<file path="src/histogram_settings.svh">
`ifndef HISTOGRAM_SETTINGS_SVH
`define HISTOGRAM_SETTINGS_SVH

// sizing of the histogram engine

// number of pixel lanes
// must stay a power of two so every index is a valid lane
`define NUM_PIXELS 4

// bits needed for a pixel index
`define PIX_BITS ($clog2(`NUM_PIXELS))

// raw timestamp width from the TDC
`define TS_BITS 10

// upper timestamp bits that pick the bin, 64 bins
`define BIN_BITS 6

// one bin count, saturates at all ones
`define COUNT_BITS 8

`endif

</file>
<file path="src/tdcPkg.sv">
`include "histogram_settings.svh"

// word format on the input stream
package tdcPkg;

    // kind bit in front of every payload
    typedef enum logic {
        kindEvent   = 1'b0,
        kindCommand = 1'b1
    } wordKind_t;

    // command opcodes, only frame end is acted on
    typedef enum logic [1:0] {
        opNop      = 2'd0,
        opFrameEnd = 2'd1
    } tdcOpcode_t;

    // spare bits so a command fills the event width
    localparam int cmdPadBits = `PIX_BITS + `TS_BITS - 2 - `COUNT_BITS;

    // hit from one pixel
    typedef struct packed {
        logic [`PIX_BITS-1:0] pixel;
        logic [`TS_BITS-1:0]  timestamp;
    } tdcEvent_t;

    // acquisition control, threshold travels with frame end
    typedef struct packed {
        tdcOpcode_t             opcode;
        logic [`COUNT_BITS-1:0] threshold;
        logic [cmdPadBits-1:0]  pad;
    } tdcCommand_t;

    // same 12 bits, meaning set by the kind bit
    typedef union packed {
        tdcEvent_t   ev;
        tdcCommand_t cmd;
    } tdcPayload_t;

    typedef struct packed {
        wordKind_t   kind;
        tdcPayload_t payload;
    } tdcWord_t;

endpackage

</file>
<file path="src/histPkg.sv">
`include "histogram_settings.svh"

// types seen on the lane side of the dispatcher
package histPkg;

    // what one lane gets per transfer
    // bin is only meaningful for events
    // threshold only for frame end
    typedef struct packed {
        logic [`BIN_BITS-1:0]   bin;
        logic                   isFrameEnd;
        logic [`COUNT_BITS-1:0] threshold;
    } laneOp_t;

    // per pixel summary posted at frame end
    typedef struct packed {
        logic [`PIX_BITS-1:0]   pixel;
        logic [`BIN_BITS-1:0]   peakBin;
        logic [`COUNT_BITS-1:0] peakCount;
        // peak count reached the frame threshold
        logic                   detected;
    } peakResult_t;

endpackage

</file>
<file path="src/eventDispatcher.sv">
`timescale 1ns/1ns
`include "histogram_settings.svh"

// input stage of the engine
// one word register feeding all lanes
module eventDispatcher import tdcPkg::*, histPkg::*; (
    input  logic                   clk,
    input  logic                   rst,
    input  tdcWord_t               inWord,
    input  logic                   inValid,
    output logic                   inReady,
    output laneOp_t                laneOp,
    output logic [`NUM_PIXELS-1:0] laneValid,
    input  logic [`NUM_PIXELS-1:0] laneReady
);

    // lanes that still owe an accept for the held word
    logic [`NUM_PIXELS-1:0] pendMask;
    logic [`NUM_PIXELS-1:0] remainMask;
    logic [`NUM_PIXELS-1:0] eventMask;
    logic                   isCommand;
    logic                   isFrameEnd;
    logic                   started;
    logic                   accept;
    laneOp_t                nextOp;

    // decode by kind bit
    assign isCommand  = inWord.kind == kindCommand;
    assign isFrameEnd = isCommand && (inWord.payload.cmd.opcode == opFrameEnd);

    // one hot on the target pixel
    assign eventMask = {{(`NUM_PIXELS-1){1'b0}}, 1'b1} << inWord.payload.ev.pixel;

    // lanes not taking the word this cycle
    assign remainMask = pendMask & ~laneReady;

    // free once every lane has taken the held word
    // intake waits one cycle after reset
    assign inReady = started && (remainMask == '0);
    assign accept  = inValid && inReady;

    assign laneValid = pendMask;

    always_comb begin
        // bin from the timestamp msbs
        nextOp.bin        = inWord.payload.ev.timestamp[`TS_BITS-1 -: `BIN_BITS];
        nextOp.isFrameEnd = isFrameEnd;
        nextOp.threshold  = inWord.payload.cmd.threshold;
    end

    always_ff @(posedge clk) begin
        if (rst) begin
            started  <= 1'b0;
            pendMask <= '0;
        end else begin
            started <= 1'b1;
            if (accept) begin
                if (isFrameEnd) begin
                    // broadcast to every lane
                    pendMask <= '1;
                end else if (isCommand) begin
                    // other opcodes are dropped here
                    pendMask <= '0;
                end else begin
                    pendMask <= eventMask;
                end
            end else begin
                pendMask <= remainMask;
            end
        end
    end

    // word payload
    always_ff @(posedge clk) begin
        if (accept) begin
            laneOp <= nextOp;
        end
    end

    // a word some lane has not yet taken must not move
    assert property (@(posedge clk) disable iff (rst)
        |(laneValid & ~laneReady) |=> $stable(laneOp))
        else $error("laneOp changed while a lane still held it");

endmodule

</file>
<file path="src/pixelHistogram.sv">
`timescale 1ns/1ns
`include "histogram_settings.svh"

// one pixel lane
// bin RAM with read-modify-write, peak tracking and frame end handling
module pixelHistogram import histPkg::*; (
    input  logic                 clk,
    input  logic                 rst,
    input  logic [`PIX_BITS-1:0] pixelId,
    input  laneOp_t              laneOp,
    input  logic                 opValid,
    output logic                 opReady,
    output peakResult_t          result,
    output logic                 resultValid,
    input  logic                 resultReady
);

    localparam int numBins = 1 << `BIN_BITS;

    typedef enum logic [2:0] {
        stIdle,
        stDrainA,
        stDrainB,
        stPost,
        stClear
    } laneState_t;

    laneState_t state;

    // bin memory wiped by the clear sequencer
    logic [`COUNT_BITS-1:0] binMem [numBins];

    // stage 1 holds the accepted bin until the RAM read
    logic                   s1Valid;
    logic [`BIN_BITS-1:0]   s1Bin;
    // stage 2 holds the read count until the write
    logic                   s2Valid;
    logic [`BIN_BITS-1:0]   s2Bin;
    logic [`COUNT_BITS-1:0] s2Count;
    logic [`COUNT_BITS-1:0] newCount;
    logic                   fwdHit;

    // running peak of the frame
    logic [`BIN_BITS-1:0]   peakBin;
    logic [`COUNT_BITS-1:0] peakCount;
    logic [`COUNT_BITS-1:0] frameThreshold;

    logic [`BIN_BITS-1:0]   clearAddr;
    logic                   eventAccept;
    logic                   frameAccept;
    logic                   resultFree;
    logic                   postNow;

    assign opReady     = state == stIdle;
    assign eventAccept = opValid && opReady && !laneOp.isFrameEnd;
    assign frameAccept = opValid && opReady && laneOp.isFrameEnd;

    // result slot empty or emptied this cycle
    assign resultFree = !resultValid || resultReady;
    assign postNow    = (state == stPost) && resultFree;

    // saturating increment
    assign newCount = (s2Count == '1) ? s2Count : s2Count + 1'b1;

    // same bin written as it is read takes the count in flight
    assign fwdHit = s2Valid && (s2Bin == s1Bin);

    always_ff @(posedge clk) begin
        if (rst) begin
            s1Valid <= 1'b0;
            s2Valid <= 1'b0;
        end else begin
            s1Valid <= eventAccept;
            s2Valid <= s1Valid;
        end
    end

    always_ff @(posedge clk) begin
        s1Bin   <= laneOp.bin;
        s2Bin   <= s1Bin;
        s2Count <= fwdHit ? newCount : binMem[s1Bin];
    end

    // clear owns the single write port while it runs
    always_ff @(posedge clk) begin
        if (state == stClear) begin
            binMem[clearAddr] <= '0;
        end else if (s2Valid) begin
            binMem[s2Bin] <= newCount;
        end
    end

    // strictly greater keeps the first bin to reach the top count
    always_ff @(posedge clk) begin
        if (rst || postNow) begin
            peakBin   <= '0;
            peakCount <= '0;
        end else if (s2Valid && (newCount > peakCount)) begin
            peakBin   <= s2Bin;
            peakCount <= newCount;
        end
    end

    always_ff @(posedge clk) begin
        if (frameAccept) begin
            frameThreshold <= laneOp.threshold;
        end
    end

    // frame end sequencer
    // reset starts with a clear
    always_ff @(posedge clk) begin
        if (rst) begin
            state       <= stClear;
            clearAddr   <= '0;
            resultValid <= 1'b0;
        end else begin
            if (resultValid && resultReady) begin
                resultValid <= 1'b0;
            end
            case (state)
                stIdle: begin
                    if (frameAccept) begin
                        state <= stDrainA;
                    end
                end
                // last event still writing
                stDrainA: state <= stDrainB;
                stDrainB: state <= stPost;
                stPost: begin
                    // wait here while the collector is backed up
                    if (resultFree) begin
                        resultValid <= 1'b1;
                        clearAddr   <= '0;
                        state       <= stClear;
                    end
                end
                stClear: begin
                    clearAddr <= clearAddr + 1'b1;
                    if (clearAddr == '1) begin
                        state <= stIdle;
                    end
                end
                default: state <= stIdle;
            endcase
        end
    end

    always_ff @(posedge clk) begin
        if (postNow) begin
            result.pixel     <= pixelId;
            result.peakBin   <= peakBin;
            result.peakCount <= peakCount;
            result.detected  <= peakCount >= frameThreshold;
        end
    end

    // pipeline must be empty before the clear takes the write port
    assert property (@(posedge clk) disable iff (rst)
        (state == stClear) |-> !s2Valid)
        else $error("count write during clear");

    // posted result held until the collector takes it
    assert property (@(posedge clk) disable iff (rst)
        resultValid && !resultReady |=> resultValid && $stable(result))
        else $error("lane result changed under back-pressure");

endmodule

</file>
<file path="src/peakCollector.sv">
`timescale 1ns/1ns
`include "histogram_settings.svh"

// merges lane results onto one output
// round robin so no lane starves
module peakCollector import histPkg::*; (
    input  logic                   clk,
    input  logic                   rst,
    input  peakResult_t            laneResult [`NUM_PIXELS],
    input  logic [`NUM_PIXELS-1:0] laneResultValid,
    output logic [`NUM_PIXELS-1:0] laneResultReady,
    output peakResult_t            result,
    output logic                   resultValid,
    input  logic                   resultReady
);

    // first lane to look at next time
    logic [`PIX_BITS-1:0] rrPtr;
    logic [`PIX_BITS-1:0] grantIdx;
    logic                 grantAny;
    logic                 slotFree;

    // output register empty or draining
    assign slotFree = !resultValid || resultReady;

    // search from the pointer, index wraps with its width
    always_comb begin
        logic [`PIX_BITS-1:0] idx;
        grantAny = 1'b0;
        grantIdx = rrPtr;
        for (int i = 0; i < `NUM_PIXELS; i++) begin
            idx = rrPtr + i[`PIX_BITS-1:0];
            if (!grantAny && laneResultValid[idx]) begin
                grantAny = 1'b1;
                grantIdx = idx;
            end
        end
    end

    always_comb begin
        laneResultReady = '0;
        if (slotFree && grantAny) begin
            laneResultReady[grantIdx] = 1'b1;
        end
    end

    always_ff @(posedge clk) begin
        if (rst) begin
            resultValid <= 1'b0;
            rrPtr       <= '0;
        end else if (slotFree) begin
            resultValid <= grantAny;
            // winner goes to the back
            if (grantAny) begin
                rrPtr <= grantIdx + 1'b1;
            end
        end
    end

    always_ff @(posedge clk) begin
        if (slotFree && grantAny) begin
            result <= laneResult[grantIdx];
        end
    end

    assert property (@(posedge clk) disable iff (rst) $onehot0(laneResultReady))
        else $error("more than one lane granted");

endmodule

</file>
<file path="src/sifhTop.sv">
`timescale 1ns/1ns
`include "histogram_settings.svh"

// time-of-flight histogram engine
// dispatcher, one lane per pixel, result collector
module sifhTop import tdcPkg::*, histPkg::*; (
    input  logic        clk,
    input  logic        rst,
    input  tdcWord_t    inWord,
    input  logic        inValid,
    output logic        inReady,
    output peakResult_t result,
    output logic        resultValid,
    input  logic        resultReady
);

    // dispatcher to lanes
    laneOp_t                laneOp;
    logic [`NUM_PIXELS-1:0] laneValid;
    logic [`NUM_PIXELS-1:0] laneReady;

    // lanes to collector
    peakResult_t            laneResult [`NUM_PIXELS];
    logic [`NUM_PIXELS-1:0] laneResultValid;
    logic [`NUM_PIXELS-1:0] laneResultReady;

    eventDispatcher dispatcher (
        .clk       (clk),
        .rst       (rst),
        .inWord    (inWord),
        .inValid   (inValid),
        .inReady   (inReady),
        .laneOp    (laneOp),
        .laneValid (laneValid),
        .laneReady (laneReady)
    );

    // lane index doubles as the pixel id in results
    for (genvar p = 0; p < `NUM_PIXELS; p++) begin : genLane
        pixelHistogram lane (
            .clk         (clk),
            .rst         (rst),
            .pixelId     (`PIX_BITS'(p)),
            .laneOp      (laneOp),
            .opValid     (laneValid[p]),
            .opReady     (laneReady[p]),
            .result      (laneResult[p]),
            .resultValid (laneResultValid[p]),
            .resultReady (laneResultReady[p])
        );
    end

    peakCollector collector (
        .clk             (clk),
        .rst             (rst),
        .laneResult      (laneResult),
        .laneResultValid (laneResultValid),
        .laneResultReady (laneResultReady),
        .result          (result),
        .resultValid     (resultValid),
        .resultReady     (resultReady)
    );

endmodule

</file>
<file path="config.mk">
export PLATFORM = sky130hd
export DESIGN_NAME = sifhTop
export DESIGN_NICKNAME = d
export VERILOG_FILES = /design/src/tdcPkg.sv /design/src/histPkg.sv /design/src/eventDispatcher.sv /design/src/pixelHistogram.sv /design/src/peakCollector.sv /design/src/sifhTop.sv
export VERILOG_INCLUDE_DIRS = /design/src /design/src/src
export SDC_FILE = /design/constraint.sdc
export NUM_CORES = 2
export LEC_CHECK = 0
export ABC_AREA = 1
export BUFFER_PORTS_ARGS = -buffer_cell sky130_fd_sc_hd__buf_2
export CAP_MARGIN = 20
export CORE_AREA = 2 2 389 391
export DETAILED_ROUTE_END_ITERATION = 12
export DIE_AREA = 0 0 391 393
export PLACE_DENSITY = 0.82
export SYNTH_ARGS = -nofsm -noshare
export SYNTH_HDL_FRONTEND = slang
export SYNTH_SLANG_ARGS = --single-unit
</file>
<file path="constraint.sdc">
create_clock -name clk -period 7 [get_ports clk]
set_input_delay 0 -clock clk [delete_from_list [all_inputs] [get_ports clk]]
set_output_delay 0 -clock clk [all_outputs]
set_load 0.005 [all_outputs]
</file>
Yosys cells after proc, flatten, opt, wreduce, memory -nomap -nowiden
Memories as Yosys holds them, arrays and structs flattened. A register that Yosys moved wholly into a read port is not among the register bits.
Index checks and enable logic that the tools add are counted.
{"block": "totals", "reg_bits": 280, "latch_bits": 0, "ramBits": 2048, "mem_bits_ro": 0, "inputBits": 17, "output_inout_bits": 19, "wordCells": 311, "n_memories": 4}
{"name": "genLane[0].lane.binMem", "words": 64, "word_bits": 8, "rd": 1, "rd_ports_with_merged_regs": 1, "write_ports": 1, "line": "pixelHistogram.sv:31", "text": "logic [`COUNT_BITS-1:0] binMem [numBins];"}
{"name": "genLane[1].lane.binMem", "words": 64, "word_bits": 8, "rd": 1, "rd_ports_with_merged_regs": 1, "write_ports": 1, "line": "pixelHistogram.sv:31"}
{"name": "genLane[2].lane.binMem", "words": 64, "word_bits": 8, "rd": 1, "rd_ports_with_merged_regs": 1, "write_ports": 1, "line": "pixelHistogram.sv:31"}
{"name": "genLane[3].lane.binMem", "words": 64, "word_bits": 8, "rd": 1, "rd_ports_with_merged_regs": 1, "write_ports": 1, "line": "pixelHistogram.sv:31"}
{"block": "op_classes", "add_sub_neg": 12, "multipliers": 0, "n_div": 0, "magnitude_cmp": 15, "n_eq_ne": 38, "shifts": 1, "muxes": 101, "bitwise": 3, "reduce_logical": 76}
{"operator": "8-bit two-way mux", "n": 12}
{"operator": "3-bit case mux with 5 select lines", "n": 4}
{"operator": "6-bit two-way mux", "n": 8}
{"operator": "6-bit case mux with 2 select lines", "n": 4}
{"operator": "1-bit two-way mux", "n": 46}
{"operator": "1-bit logical AND", "n": 36}
{"operator": "3-bit two-way mux", "n": 12}
{"operator": "17-bit binary-select mux with 2-bit select", "n": 1}
{"operator": "17-bit two-way mux", "n": 2}
{"operator": "8-bit by 1-bit adder with 8-bit output, second input constant", "n": 4}
{"operator": "8-bit == test, second input constant", "n": 4}
{"operator": "8-bit greater-or-equal comparator", "n": 4}
{"operator": "8-bit > comparator", "n": 4}
{"operator": "8-bit OR reduction", "n": 4}
{"operator": "6-bit by 1-bit adder with 6-bit output, second input constant", "n": 4}
{"operator": "3-bit by 2-bit == test with 1-bit output, second input constant", "n": 8}
{"operator": "6-bit == test, second input constant", "n": 4}
{"operator": "4-bit two-way mux", "n": 4}
{"operator": "2-bit != test, second input constant", "n": 8}
{"operator": "2-bit by 3-bit < comparator with 1-bit output, second input constant", "n": 5}
{"operator": "3-bit by 1-bit == test with 1-bit output, second input constant", "n": 4}
{"operator": "3-bit == test, second input constant", "n": 4}
{"operator": "3-bit zero test", "n": 4}
{"operator": "3-bit AND reduction", "n": 4}
{"operator": "19 further kinds", "n": 52}

Depth between registers and ports, before layout
{"block": "logic_depth", "ltp_word": 21, "depth_mapped": 21, "mapped_depth_nobuf": 20}

Modules after synthesis
A second synthesis with hierarchy kept.
{"block": "hier_totals", "cells_unflattened": 8824, "area_unflattened_um2": 98144.1}
{"module": "pixelHistogram at genLane[0].lane", "instances": 1, "cells_per_inst": 2131, "area_per_inst_um2": 24029.3, "seq_area_each_um2": 17046.3}
{"module": "pixelHistogram at genLane[1].lane", "instances": 1, "cells_per_inst": 2131, "area_per_inst_um2": 24028.0, "seq_area_each_um2": 17046.3}
{"module": "pixelHistogram at genLane[3].lane", "instances": 1, "cells_per_inst": 2127, "area_per_inst_um2": 23931.7, "seq_area_each_um2": 17046.3}
{"module": "pixelHistogram at genLane[2].lane", "instances": 1, "cells_per_inst": 2128, "area_per_inst_um2": 23909.2, "seq_area_each_um2": 17046.3}
{"module": "peakCollector", "instances": 1, "cells_per_inst": 246, "area_per_inst_um2": 1635.3, "seq_area_each_um2": 570.5}
{"module": "eventDispatcher", "instances": 1, "cells_per_inst": 59, "area_per_inst_um2": 603.1, "seq_area_each_um2": 370.4}
{"module": "sifhTop", "instances": 1, "cells_per_inst": 2, "area_per_inst_um2": 7.5, "seq_area_each_um2": 0.0}

Worst setup path before layout
Ideal clock, no wire load.
{"block": "synth_path", "kind": "reg-to-reg", "from": "register genLane[3].lane.s2Count[0]", "to": "memory genLane[3].lane.binMem[0][3] in the netlist's numbering (data pin)", "setup_time_ns": 0.681, "arrival_time_ns": 3.567, "t_required_ns": 6.319, "slack_ns": 2.753, "stages_incl_launch_ff": 8, "path_buffers": 0, "synth_period_minus_slack_ns": 4.247, "cell_sequence": "dfxtp_1 -> ha_1 -> nand3_1 -> nor3_1 -> nand2_1 -> inv_1 -> nor3_1 -> nor3_1"}
{"block": "synth_between", "elab_chain_len": 3, "word_cells_on_any_way": 4, "cone_classes": "add/sub: 1; eq/ne: 1; mux: 2"}
{"element": "from (decl)", "line": "pixelHistogram.sv:39", "text": "logic [`COUNT_BITS-1:0] s2Count;"}
{"element": "from (signal assigned)", "line": "pixelHistogram.sv:81", "text": "s2Count <= fwdHit ? newCount : binMem[s1Bin];"}
{"element": "8-bit by 1-bit adder with 8-bit output / 8-bit == test (equally long branches)", "line": "pixelHistogram.sv:63", "text": "assign newCount = (s2Count == '1) ? s2Count : s2Count + 1'b1;"}
{"element": "8-bit two-way mux *", "line": "pixelHistogram.sv:63"}
{"element": "8-bit two-way mux (no source line) *"}
{"element": "to (decl)", "line": "pixelHistogram.sv:31"}
Mark *: on every way between the ends. The rest lies on a longest branch, timed or not.

Worst setup path in the final report
{"block": "layout_path", "from": "register collector.rrPtr[0]", "to": "register genLane[1].lane.result[0] in the netlist's numbering, enable pin"}
{"block": "layout_between", "elab_chain_len": 19, "word_cells_on_any_way": 33, "cone_classes": "add/sub: 3; order compare: 2; mux: 18; reduce/logical: 10"}
{"element": "from (decl)", "line": "peakCollector.sv:18", "text": "logic [`PIX_BITS-1:0] rrPtr;"}
{"element": "from (signal assigned)", "line": "peakCollector.sv:55", "text": "rrPtr <= grantIdx + 1'b1;"}
{"element": "parallel branches: the longest is 11 deep, another holds 2-bit by 1-bit adder with 2-bit output"}
{"element": "2-bit two-way mux *", "line": "peakCollector.sv:33", "text": "if (!grantAny && laneResultValid[idx]) begin"}
{"element": "via collector.grantIdx[0]", "line": "peakCollector.sv:19", "text": "logic [`PIX_BITS-1:0] grantIdx;"}
{"element": "2-bit by 3-bit < comparator with 1-bit output (implied by the code) / 2-bit by 1-bit greater-or-equal comparator with 1-bit output (equally long branches)", "line": "peakCollector.sv:43", "text": "laneResultReady[grantIdx] = 1'b1;"}
{"element": "1-bit logical AND (implied by the code)", "line": "peakCollector.sv:43"}
{"element": "1-bit two-way mux (implied by the code)", "line": "peakCollector.sv:43"}
{"element": "1-bit demux with 2-bit select *"}
{"element": "4-bit two-way mux *", "line": "peakCollector.sv:42", "text": "if (slotFree && grantAny) begin"}
{"element": "1-bit logical OR *", "line": "pixelHistogram.sv:59", "text": "assign resultFree = !resultValid || resultReady;"}
{"element": "1-bit logical AND *", "line": "pixelHistogram.sv:60", "text": "assign postNow = (state == stPost) && resultFree;"}
{"element": "via genLane[1].lane.postNow", "line": "pixelHistogram.sv:52", "text": "logic postNow;"}
{"element": "to (decl)", "line": "pixelHistogram.sv:13", "text": "output peakResult_t result,"}
Mark *: on every way through the listed nets, which the timed path passes. The select of a mux whose other input is x is not followed.
A chain may end at the register's enable or synchronous reset.

==> flow_summary.yaml <==
global_routing:
  grtUsageTotal_pct: 30.7
  grt_pass1_vias: 64297
  grt_pass1_wl_um: 361000
  antenna_found_initial: 6
  grt_max_degree: 216
  grt-ovfl-total: 0
synth:
  ys_types: 55
  syn_nets: 8648
  ys_top_cells_by_area: "edfxtp_1, nand2_1, nand3_1, dfxtp_1, nor2_1"
  ys_seq_area_share_pct: 70.7
  synth_common_cells: "nand2_1, edfxtp_1, nand3_1"
  synth-seq-cells: 2322
  yosysTopAreaCellShare_pct: 67.5
  ys_warn_count: 0
  syn_inst: 8555
  async_reset_ff_share_pct: 0
  synth_largest_area_cell: "edfxtp_1"
  synth_edf_count: 2166
  synth.avg_cell_area_um2: 11.3
  synth_flop_cell: "edfxtp_1"
  synth_area_mm2: 0.0964
  synth.most_common_cell: "nand2_1"
worst_setup_path:
  worstPathArrival_ns: 4.72
  crit_buf_inv: 4
  max_stage_delay_ns: 0.58
  worst-setup-path-type: "reg2reg"
  path_cells: "inv_2 > nand2_1 > nand2_1 > nand2_1 > nand2_2 > nor2_4 > nand2_1 > nor2_4 > inv_2 > nand2_2 > nand2_2 > inv_2 > ha_1 > nand3_1 > nand2_1 > nand2_2 > inv_1"
  end_kind: "flip-flop"
  cp-start-kind: "flip-flop"
  cp_max_fo: 33
  path_common_cell: "nand2_1"
  required_ns: 7.48
  crit_slowest_cell: "dfxtp_1"
  path_delay_family: "simple AND/OR/NAND/NOR gates"
floorplanning:
  die_w_um: 391
  coreArea_mm2: 0.149
  die_y_um: 393
  die-area_mm2: 0.154
  row_count: 142
  top_level_ports: 36
  start_util_pct: 64.6
clocking:
  clock_tree.buffer_depth: 3
  clk_pin_slew_ns: 0.06
  insertion_delay_ns: 0.85
  root_buffer: "clkbuf_16"
  clkSinkCount: 2322
  cts_htree_levels: 4
  cts_tree: "yes"
  cts_resized: 0
  cts_buffers: 216
placement:
  dpl_worst_slack_ns: 2.84
  gp_congestion: 0.897
  dp_hpwl_um: 131000
  place_inst: 10136
  placed_area_mm2: 0.0979
  port_buffers: 33
sta:
  fin_crit_sh_pct: 60.6
  fmax_mhz: 236
  maxSlewViolCount: 0
  slew_headroom_pct: 25.5
  tightestPinTransition_ns: 1.11
  fin_crit_ns: 4.24
  fin_ws_ns: 2.76
  rsz0062_at_grt: "false"
  finClkSkew_ns: 0.0327
  finalHoldViolCount: 0
  setup_tns_ns: 0
  finalSetupViolations: 0
routing:
  ant_nets: 0
  drt_iter0_markers: 9624
  viasPerCell: 6.27
  first_pass_iters: 8
  vias: 66319
  routed_wl_um: 237000
  wl_per_cell_um: 22.4
  route.detailed.drc: 0
power_and_ir_drop:
  p_int_mw: 22.3
  pwr-share-clk_pct: 40.1
  p_sw_mw: 6.73
  powerDensity_mw_per_mm2: 276
  p_seq_share_pct: 52.6
  comb_power_share_pct: 7.4
  peakVddDrop_v: 0.000236
  p_leak_nw: 37.5
  swShare_pct: 23.2
cells_and_area:
  multi_input_area_mm2: 0.0253
  syn2layout_area_growth_pct: 9.16
  drive_gt1_share_pct: 7.14
  fin_cells: 10578
  fin_area_mm2: 0.105
  register_area_mm2: 0.0682
  nNetsFinal: 8533
  fill_cells: 9404
job:
  cap_violations: 0
outcome:
  status: "completed"
min_path:
  hold_path.class: "in2reg"
flip-flops by register name, indices dropped and copies added, names as in the netlist:
| signal | count |
|---|---|
| genLane.lane.s1Bin | 6 |
| genLane.lane.state | 12 |
| genLane.lane.s2Count | 32 |
| genLane.lane.peakCount | 32 |
| collector.result | 17 |
| genLane.lane.frameThreshold | 32 |
| dispatcher.started | 1 |
| genLane.lane.clearAddr | 24 |
| genLane.lane.s2Valid | 4 |
| genLane.lane.result | 60 |
| genLane.lane.binMem | 2048 |
| collector.rrPtr | 2 |
| genLane.lane.peakBin | 24 |
| collector.resultValid | 1 |
| dispatcher.laneOp | 9 |
| genLane.lane.s1Valid | 4 |
| genLane.lane.resultValid | 4 |
| dispatcher.laneValid | 4 |
| genLane.lane.s2Bin | 6 |
through the flow:
step                util [%]  power (mW)  hold slack [ns]
floorplan                  -        16.9           0.0691
global placement        65.6        17.5            0.181
detailed placement      65.6        17.6            0.182
CTS                     70.5        29.0            0.194
global route            70.5        29.8            0.283
finish                  70.5        29.1            0.202
kinds of logic (layout without fill, tap and decap cells):
kind of cell / Yosys count / count (layout) / share of synthesized area, %
flip-flops: 2322 / 2322 / 70.7
other: 0 / 4 / 0
adder cells (fa/ha/maj): 76 / 76 / 0.986
buffers and inverters: 739 / 814 / 3.28
AO/OA/AOI/OAI: 620 / 620 / 3.59
AND/OR/NAND/NOR: 4775 / 4775 / 21.2
XOR/XNOR: 23 / 23 / 0.209
final cells by class:
class	count	area share [%]
Antenna cell	4	0.00951
Multi-Input combinational cell	5494	24.1
Tap cell	1944	2.31
Timing Repair Buffer	156	1.22
Sequential cell	2322	64.8
Clock inverter	124	1.11
Inverter	250	0.943
Clock buffer	284	5.56
cells in the final DEF, fill, tap and decap left out, types with 16 or more instances in the layout:
master | Yosys | routed
clkbuf_16 | 0 | 222
o21ai_2 | 16 | 16
edfxtp_1 | 2166 | 2166
clkinv_1 | 2 | 36
nor4_1 | 19 | 19
o21ai_0 | 256 | 256
buf_4 | 8 | 87
dfxtp_1 | 156 | 150
nand2_1 | 2568 | 2568
o22ai_1 | 80 | 80
bufinv_16 | 0 | 20
clkbuf_1 | 189 | 56
nand3_1 | 1580 | 1580
o211ai_1 | 17 | 17
buf_2 | 212 | 33
nand4_1 | 27 | 27
xor2_1 | 19 | 19
nand2_2 | 23 | 23
inv_1 | 227 | 223
dlygate4sd3_1 | 0 | 25
a21oi_1 | 202 | 194
clkinv_2 | 1 | 46
nor2_1 | 482 | 463
ha_1 | 76 | 76
nor2_4 | 5 | 24
worst min-delay path, stage by stage:
cell,delay (ns)
dlygate4sd3_1,0.55
buf_2,0.10
inv_1,0.03
nand2_1,0.16
nand2_1,0.08
nand2_1,0.05
inv_1,0.03
power groups by stage:
stage	combinational (mW)	clock, mW	sequential [mW]
final	2.14	11.6	15.3
after global routing	2.31	12.2	15.3
after CTS	2.04	11.7	15.3
after detailed placement	2.01	0	15.6
after global placement	1.95	0	15.6
after floorplan	1.38	0	15.5
repair_timing:
action                    4_1_cts  5_1_grt
hold buffers                   25        0
buffers inserted                0        0
hold endpoints to repair       54        0
metal layers:
metal / vias up / part of all wire, % / GRT usage [%]
met5: - / 0.0055 / 0
met4: 2 / 4.5 / 14.0
met3: 768 / 12 / 6.11
met2: 4396 / 47 / 49.3
met1: 31342 / 36 / 40.9
li1: 29811 / - / -
worst paths after layout:
path	startpoint	end	slack [ns]	depth (start not counted)
max	collector.rrPtr[0]	genLane[1].lane.result[0]	2.76	17
min reg2reg	genLane[3].lane.s1Valid	genLane[3].lane.s2Valid	0.41	2
max reg2reg	collector.rrPtr[0]	genLane[1].lane.result[0]	2.76	17
min	resultReady	collector.resultValid	0.20	7
No activity file was read; power rests on OpenSTA's default activity.
